$ cat config.mk
export PLATFORM = sky130hd
export DESIGN_NAME = fifo_top
export DESIGN_NICKNAME = d
export VERILOG_FILES = /design/src/fifo_pkg.sv /design/src/fifo_mem_if.sv /design/src/fifo_top.sv /design/src/fifo_ram.sv /design/src/fifo_ctrl.sv
export SDC_FILE = /design/constraint.sdc
export NUM_CORES = 1
export LEC_CHECK = 0
export BUFFER_PORTS_ARGS = -buffer_cell sky130_fd_sc_hd__buf_2
export CAP_MARGIN = 20
export CORE_AREA = 5 5 177 179
export DETAILED_ROUTE_END_ITERATION = 6
export DIE_AREA = 0 0 182 184
export GPL_ROUTABILITY_DRIVEN = 0
export PLACE_DENSITY_LB_ADDON = 0.25
export SYNTH_ARGS = -nofsm -noshare
export SYNTH_HDL_FRONTEND = slang
export SYNTH_HIERARCHICAL = 1
export SYNTH_SLANG_ARGS = --single-unit
export TNS_END_PERCENT = 20
$ cat constraint.sdc
create_clock -name clk -period 8.05 [get_ports clk]
set_clock_uncertainty 0.2 [all_clocks]
set_input_delay 0.805 -clock clk [delete_from_list [all_inputs] [get_ports clk]]
set_output_delay 0.805 -clock clk [all_outputs]
set_load 0.02 [all_outputs]
$ cat src/fifo_pkg.sv
/*
 * FIFO shared definitions
 * Default word and address widths, and the access opcode that the
 * controller decodes from the write and read strobes each cycle
 */
package fifo_pkg;

    ////////////////////////////////////////////////////////////////////////////
    // Default widths
    ////////////////////////////////////////////////////////////////////////////

    // Word width of the storage array
    parameter int DATA_WIDTH_DEF = 32;

    // Address width, depth is 2**ADDR_WIDTH_DEF = 8 words
    parameter int ADDR_WIDTH_DEF = 3;

    ////////////////////////////////////////////////////////////////////////////
    // Access opcode
    ////////////////////////////////////////////////////////////////////////////

    // Accepted access for one cycle, after full/empty qualification
    typedef enum logic [1:0] {
        OP_IDLE     = 2'b00,
        OP_PUSH     = 2'b01,
        OP_POP      = 2'b10,
        OP_PUSH_POP = 2'b11
    } fifo_op_e;

endpackage
$ cat src/fifo_mem_if.sv
/*
 * FIFO storage access interface
 * Carries the qualified write and read enables and the pointer
 * addresses from the controller into the storage array
 */
`timescale 1ns/1ps

interface fifo_mem_if #(
    parameter int ADDR_WIDTH = fifo_pkg::ADDR_WIDTH_DEF
);

    // Write side, already gated with full
    logic                  wr_en;
    logic [ADDR_WIDTH-1:0] wr_addr;

    // Read side, already gated with empty
    logic                  rd_en;
    logic [ADDR_WIDTH-1:0] rd_addr;

    // Controller owns every signal
    modport ctrl (
        output wr_en,
        output wr_addr,
        output rd_en,
        output rd_addr
    );

    // Storage only obeys what it is given
    modport mem (
        input wr_en,
        input wr_addr,
        input rd_en,
        input rd_addr
    );

endinterface

$ cat src/fifo_top.sv
/*
 * Synchronous FIFO top level
 * Joins the pointer/status controller and the storage array through
 * the storage access interface, with plain ports outward
 */
`timescale 1ns/1ps

module fifo_top #(
    parameter int DATA_WIDTH = fifo_pkg::DATA_WIDTH_DEF,
    parameter int ADDR_WIDTH = fifo_pkg::ADDR_WIDTH_DEF
) (
    input  logic                  clk,
    input  logic                  reset,
    input  logic                  write,
    input  logic                  read,
    input  logic [DATA_WIDTH-1:0] data_in,
    output logic [DATA_WIDTH-1:0] data_out,
    output logic                  valid_out,
    output logic                  full,
    output logic                  empty,
    output logic [ADDR_WIDTH:0]   count
);

    ////////////////////////////////////////////////////////////////////////////
    // Controller to storage link
    ////////////////////////////////////////////////////////////////////////////

    fifo_mem_if #(
        .ADDR_WIDTH (ADDR_WIDTH)
    ) mem_bus ();

    ////////////////////////////////////////////////////////////////////////////
    // Pointer and status controller
    ////////////////////////////////////////////////////////////////////////////

    // Only place where full and empty are tested
    fifo_ctrl #(
        .ADDR_WIDTH (ADDR_WIDTH)
    ) u_ctrl (
        .clk   (clk),
        .reset (reset),
        .write (write),
        .read  (read),
        .full  (full),
        .empty (empty),
        .count (count),
        .mem   (mem_bus.ctrl)
    );

    ////////////////////////////////////////////////////////////////////////////
    // Storage
    ////////////////////////////////////////////////////////////////////////////

    // Data path bypasses the controller
    fifo_ram #(
        .DATA_WIDTH (DATA_WIDTH),
        .ADDR_WIDTH (ADDR_WIDTH)
    ) u_ram (
        .clk       (clk),
        .reset     (reset),
        .mem       (mem_bus.mem),
        .data_in   (data_in),
        .data_out  (data_out),
        .valid_out (valid_out)
    );

endmodule

$ cat src/fifo_ram.sv
/*
 * FIFO storage array
 * RAM-style array with registered read data and a one-cycle
 * read-valid pulse; enables arrive already qualified
 */
`timescale 1ns/1ps

module fifo_ram #(
    parameter int DATA_WIDTH = fifo_pkg::DATA_WIDTH_DEF,
    parameter int ADDR_WIDTH = fifo_pkg::ADDR_WIDTH_DEF
) (
    input  logic                  clk,
    input  logic                  reset,
    fifo_mem_if.mem               mem,
    input  logic [DATA_WIDTH-1:0] data_in,
    output logic [DATA_WIDTH-1:0] data_out,
    output logic                  valid_out
);

    localparam int DEPTH = 2 ** ADDR_WIDTH;

    // Word storage, no reset so it can map to block RAM
    logic [DATA_WIDTH-1:0] ram_array [DEPTH];

    // Write port
    always_ff @(posedge clk) begin
        if (mem.wr_en) begin
            ram_array[mem.wr_addr] <= data_in;
        end
    end

    // Read port, data held when no read is accepted
    always_ff @(posedge clk) begin
        if (reset) begin
            data_out  <= '0;
            valid_out <= 1'b0;
        end else if (mem.rd_en) begin
            data_out  <= ram_array[mem.rd_addr];
            valid_out <= 1'b1;
        end else begin
            // Pulse lasts one cycle only
            valid_out <= 1'b0;
        end
    end

endmodule

$ cat src/fifo_ctrl.sv
/*
 * FIFO pointer and status controller
 * Qualifies the write/read strobes against the registered flags,
 * advances the pointers and keeps occupancy, full and empty
 */
`timescale 1ns/1ps

module fifo_ctrl #(
    parameter int ADDR_WIDTH = fifo_pkg::ADDR_WIDTH_DEF
) (
    input  logic                clk,
    input  logic                reset,
    input  logic                write,
    input  logic                read,
    output logic                full,
    output logic                empty,
    output logic [ADDR_WIDTH:0] count,
    fifo_mem_if.ctrl            mem
);

    import fifo_pkg::*;

    // Depth as a count value, one bit wider than an address
    localparam logic [ADDR_WIDTH:0] DEPTH = {1'b1, {ADDR_WIDTH{1'b0}}};

    ////////////////////////////////////////////////////////////////////////////
    // Strobe qualification and decode
    ////////////////////////////////////////////////////////////////////////////

    logic                  push_ok;
    logic                  pop_ok;
    fifo_op_e              op;
    logic [ADDR_WIDTH-1:0] wr_ptr;
    logic [ADDR_WIDTH-1:0] rd_ptr;
    logic [ADDR_WIDTH:0]   count_next;

    // Flags are registered, so these are stable for the whole cycle
    assign push_ok = write && !full;
    assign pop_ok  = read && !empty;

    // Both strobes while full or empty fall out of the gating above
    always_comb begin
        case ({pop_ok, push_ok})
            2'b01:   op = OP_PUSH;
            2'b10:   op = OP_POP;
            2'b11:   op = OP_PUSH_POP;
            default: op = OP_IDLE;
        endcase
    end

    // Occupancy after this edge
    always_comb begin
        case (op)
            OP_PUSH: count_next = count + 1'b1;
            OP_POP:  count_next = count - 1'b1;
            // Idle, or push and pop cancel out
            default: count_next = count;
        endcase
    end

    ////////////////////////////////////////////////////////////////////////////
    // Pointers
    ////////////////////////////////////////////////////////////////////////////

    // Natural wrap at the top of the address range
    always_ff @(posedge clk) begin
        if (reset) begin
            wr_ptr <= '0;
            rd_ptr <= '0;
        end else begin
            if (op == OP_PUSH || op == OP_PUSH_POP) begin
                wr_ptr <= wr_ptr + 1'b1;
            end
            if (op == OP_POP || op == OP_PUSH_POP) begin
                rd_ptr <= rd_ptr + 1'b1;
            end
        end
    end

    ////////////////////////////////////////////////////////////////////////////
    // Occupancy and flags
    ////////////////////////////////////////////////////////////////////////////

    // Flags come from the next count, valid from the access edge
    always_ff @(posedge clk) begin
        if (reset) begin
            count <= '0;
            full  <= 1'b0;
            empty <= 1'b1;
        end else begin
            count <= count_next;
            full  <= (count_next == DEPTH);
            empty <= (count_next == '0);
        end
    end

    // Storage side, current pointers and accepted enables
    assign mem.wr_en   = push_ok;
    assign mem.wr_addr = wr_ptr;
    assign mem.rd_en   = pop_ok;
    assign mem.rd_addr = rd_ptr;

endmodule

==> After elaboration in Yosys (flattened, before gate mapping) <==
Memories as Yosys holds them, arrays and structs flattened. A register that Yosys moved wholly into a read port is not among the register bits.
Cells that the tools add are included.
{ "classes": {"addsub": 4, "n_eq_ne": 7, "muxes": 5, "n_reduce_logical": 7} }
{ "op_table": {"columns": ["op", "n"], "rows": [
  ["2-bit equality test, second input constant", 4],
  ["4-bit case mux with 2 select lines", 1],
  ["3-bit by 1-bit adder with 3-bit output, second input constant", 2],
  ["2-bit case mux with 3 select lines", 1],
  ["4-bit by 1-bit adder with 4-bit output, second input constant", 1],
  ["2-bit by 1-bit equality test with 1-bit output, second input constant", 2],
  ["4-bit equality test, second input constant", 1],
  ["4-bit zero test", 1],
  ["4-bit by 1-bit subtractor with 4-bit output, second input constant", 1],
  ["1-bit two-way mux", 3],
  ["1-bit logical AND", 2],
  ["1-bit zero test", 2],
  ["1-bit logical OR", 2]
]} }
{ "word_totals": {"reg_bits": 13, "ramBits": 256, "elab_cells": 30, "mem_count": 1} }
{ "memory_table": {"columns": ["memory", "depth", "word_bits", "read_ports", "rd_clocked_by_memory_dff", "wr", "line", "text"], "rows": [
  ["u_ram.ram_array", 8, 32, 1, 1, 1, "fifo_ram.sv:23", "logic [DATA_WIDTH-1:0] ram_array [DEPTH];"]
]} }

==> Logic depth before layout (Yosys ltp) <==
{ "logic_depth": {"ltp_word": 7, "depth_mapped": 11, "depth_no_buf": 10} }

==> Hierarchy <==
The synthesis kept the hierarchy.
{ "modules_own_cells": {"columns": ["module", "n_inst", "cells_per_inst", "area_per_inst_um2", "seq_area_each_um2"], "rows": [
  ["fifo_ram", 1, 601, 11015.6, 8348.0],
  ["fifo_ctrl", 1, 60, 593.1, 240.2]
]} }

==> Worst setup path before layout <==
OpenSTA, ideal clock, no wires.
{ "synth_timing": {"path_kind": "input-to-reg", "from": "input write", "to": "memory u_ram/ram_array[0][0] in the netlist's numbering (enable)", "arrival_time_ps": 3512, "required_ps": 7389, "setup_slack_ps": 3877, "cell_stages": 4, "path_cell_list": "nor2b_1 > clkbuf_1 > nand2b_1 > nor3_1"} }
{ "synth_via": {"elab_chain_cells": 3} }
{ "synth_lines": {"columns": ["element", "line", "text"], "rows": [
  ["start: declaration", "fifo_top.sv:14", "input logic write,"],
  ["1-bit logical AND", "fifo_ctrl.sv:38", "assign push_ok = write && !full;"],
  ["via mem_bus.wr_en", "fifo_mem_if.sv:13", "logic wr_en;"],
  ["1-bit two-way mux", "fifo_ram.sv:27", "if (mem.wr_en) begin"],
  ["1-bit two-way mux (not written as such)", "fifo_ram.sv:28", "ram_array[mem.wr_addr] <= data_in;"],
  ["end: declaration", "fifo_ram.sv:23", null]
]} }
The timed path passes the listed nets, and every way through them passes these cells.

==> Worst setup path in the final report <==
{ "layout_timing": {"from": "input read", "to": "register u_ctrl.full"} }
{ "layout_via": {"elab_chain_cells": 6, "elab_cells_between_ends": 9, "classes_between": "eq/ne: 6; mux: 2; reduce/logical: 1"} }
{ "layout_lines": {"columns": ["element", "line", "text"], "rows": [
  ["start: declaration", "fifo_top.sv:15", "input logic read,"],
  ["1-bit logical AND *", "fifo_ctrl.sv:39", "assign pop_ok = read && !empty;"],
  ["via mem_bus.rd_en", "fifo_mem_if.sv:17", "logic rd_en;"],
  ["2-bit equality test or 2-bit by 1-bit equality test with 1-bit output (tied branches)", "fifo_ctrl.sv:43", "case ({pop_ok, push_ok})"],
  ["2-bit case mux with 3 select lines *", "fifo_ctrl.sv:43", null],
  ["2-bit equality test or 2-bit by 1-bit equality test with 1-bit output (tied branches)", "fifo_ctrl.sv:53", "case (op)"],
  ["4-bit case mux with 2 select lines *", "fifo_ctrl.sv:53", null],
  ["4-bit equality test *", "fifo_ctrl.sv:92", "full <= (count_next == DEPTH);"],
  ["end signal: assignment", "fifo_ctrl.sv:92", null],
  ["end: declaration", "fifo_ctrl.sv:15", "output logic full,"]
]} }
The timed path passes the listed nets; every way through them passes the cells marked *.
A chain may end at the register's enable or synchronous reset.

==> impl_metrics.toml <==
[floorplan]
die-area_um2 = 33490
die_y_um = 184
core_um2 = 29400
num_rows = 63
die_width_um = 182
start_util = 0.3948
io_pins = 75

[global_route]
grt_max_degree = 71
grt_use_met1 = 0.1735
track_usage = 0.1378
grt_overflow = 0
antenna_found_initial = 3
grt_pass1_wl_um = 36290
grt_pass1_vias = 6461
met3_usage = 0.02493
use_met2 = 0.2449
grt-busiest-layer = "met2"

[cells_and_area]
area.growth.synth_to_final_pct = 16.54
fin_area_um2 = 13530
final_nets = 782
utilization = 0.4601
layout-drive-gt1-share = 0.3190

[synthesis]
syn_avg_cell_area_um2 = 17.56
syn-num-nets = 702
seq_area_frac_synth = 0.7398
synth-edff-count = 256
yosysWarningCount = 6
yosysTopAreaCell = "edfxtp_1"
syn_inst = 661
synth_commonest_cells = "edfxtp_1, mux2i_1, mux2_2"
synthTopCellsByArea = "edfxtp_1, dfxtp_1, mux2_2, mux2i_1, a211oi_2"
synth.cell_area_um2 = 11610
synthArstFlopShare = 0
synth-seq-cells = 301
synth.top_cell.area_share = 0.6622
yosysMostFrequentCell = "edfxtp_1"
synthFlopType = "edfxtp_1"
ys_types = 34

[placement]
dpl.hpwl_um = 13380
place_area_um2 = 12430
numPortBuffers = 74

[clocking]
cts_made_buffers = 31
post_cts_resized = 0
cts_root_buf = "clkbuf_16"
cts_tree = "built"
post-cts-setup-buffer-count = 0
clkLatencyLatePin_ns = 0.54
clock-sinks = 301
h-tree-depth = 1
clkTransAtPathRegs_ns = 0.06
cts_hold_buf = 0
cts_buffer_depth = 3

[worst_setup_path]
cp.arrival_ns = 3.35
crit_path_max_fanout = 70
cp.required_ns = 8.30
cp-start-kind = "primary input"
crit_type = "in -> reg"
end_kind = "flip-flop"

[timing]
period_needed_ns = 3.104
setup_viol = 0
timing.slew.headroom = 0.3026
clock.fmax_mhz = 322.2
tns_ns = 0
drv_slew = 0
min_period_over_period = 0.3856
rsz0062_at_grt = "false"
worst_slew_pin_slew_ns = 1.044
hold_slack_ns = 0.2827
report.final.hold_viol_count = 0

[route]
viasPerCell = 5.206
wl_per_cell_um = 20.29
drt_iter0_drc = 319
vias = 6018
dr.pass1.iters = 4
postRouteAntennaNets = 0
wl_um = 23460
drc = 0

[power_and_ir_drop]
leakage_nw = 4.475
ir_drop_v = 0.0001417
powerDensity_nw_per_um2 = 281.0

[min_path]
hold_class = "reg -> reg"

[run]
drv_cap = 0

[run_status]
outcome = "finished clean"
-- placed cells by master, fill, tap and decap left out, drive strengths merged --
master,synthesis,routed
clkinvlp,0,4
or3,1,1
buf,16,87
a221o,26,26
edfxtp,256,256
bufinv,0,4
o22ai,27,27
xor2,4,4
nor3,2,2
nand2,5,5
a21oi,2,2
diode,0,1
o221ai,6,6
and3b,1,1
dfxtp,45,45
clkinv,0,18
inv,1,1
a22oi,6,6
nand2b,6,6
ha,5,5
mux2i,67,67
nor2b,7,7
clkbuf,24,31
a31oi,1,1
nor4b,1,1
xnor2,4,4
mux2,64,64
nor2,49,49
a31o,1,1
o32ai,1,1
o22a,1,1
a211oi,32,32
-- routing by layer --
metal / up-vias / wire [um]
met2: 133 / 11800
met4: 4 / 568
met1: 3051 / 10030
li1: 2790 / -
met5: - / 20
met3: 40 / 1035
-- per-stage QoR --
step / instances / power, mW / setup WS [ns]
final: 1156 / 3.802 / 4.946
after CTS: 1152 / 3.849 / 4.957
after detailed placement: 1095 / 2.437 / 4.411
after global placement: 1092 / 2.413 / 4.354
after global routing: 1156 / 3.957 / 4.797
after floorplan: 661 / 2.287 / 3.877
-- registers in the layout (all words and copies together) (netlist names) --
| name | flops |
|---|---|
| u_ctrl/full | 1 |
| u_ram/ram_array | 256 |
| u_ctrl/mem.wr_addr | 3 |
| u_ram/valid_out | 1 |
| u_ctrl/empty | 1 |
| u_ctrl/count | 4 |
| u_ctrl/mem.rd_addr | 3 |
| u_ram/data_out | 32 |
-- area by class of cell --
class | instances | area (um2)
sequential | 301 | 8592
antenna | 1 | 2.502
timing repair buffer | 87 | 564.3
inverter | 1 | 3.754
clock inverter | 26 | 241.5
fill | 2523 | 15870
clock buffer | 31 | 775.7
multi-input combinational | 319 | 2861
tap | 390 | 488.0
-- cell families after synthesis --
group / share of synthesized area
xor gates and xnor gates: 0.006035
adders and majority gates: 0.005389
and+or+nand+nor: 0.02813
muxes: 0.1199
AOI/OAI and AO/OA: 0.07997
buffers and inverters: 0.02080
DFF: 0.7398
-- worst paths after layout --
path              cells past startpoint                 end  slack, ns                from
setup / recovery                     11         u_ctrl/full       4.95                read
hold / removal                        2  u_ram/data_out[18]       0.28  u_ram/data_out[18]
setup reg to reg                     10         u_ctrl/full       4.98        u_ctrl/empty
hold reg to reg                       2  u_ram/data_out[18]       0.28  u_ram/data_out[18]
-- where the power goes --
group          switching (mW)  internal (mW)  total [mW]
clock network           0.572          0.830        1.40
registers              0.0541           1.78        1.84
logic                   0.324          0.237       0.562
-- worst max-delay path: stages --
cell and delay (ns):
buf_2 0.08, nor2b_4 0.11, buf_4 0.70, ha_1 0.40, xor2_1 0.11, ha_1 0.21, a21oi_1 0.18, xor2_1 0.19
nor2_1 0.08, xnor2_1 0.25, nor4b_2 0.23
Power figures use the tool's default switching activity.
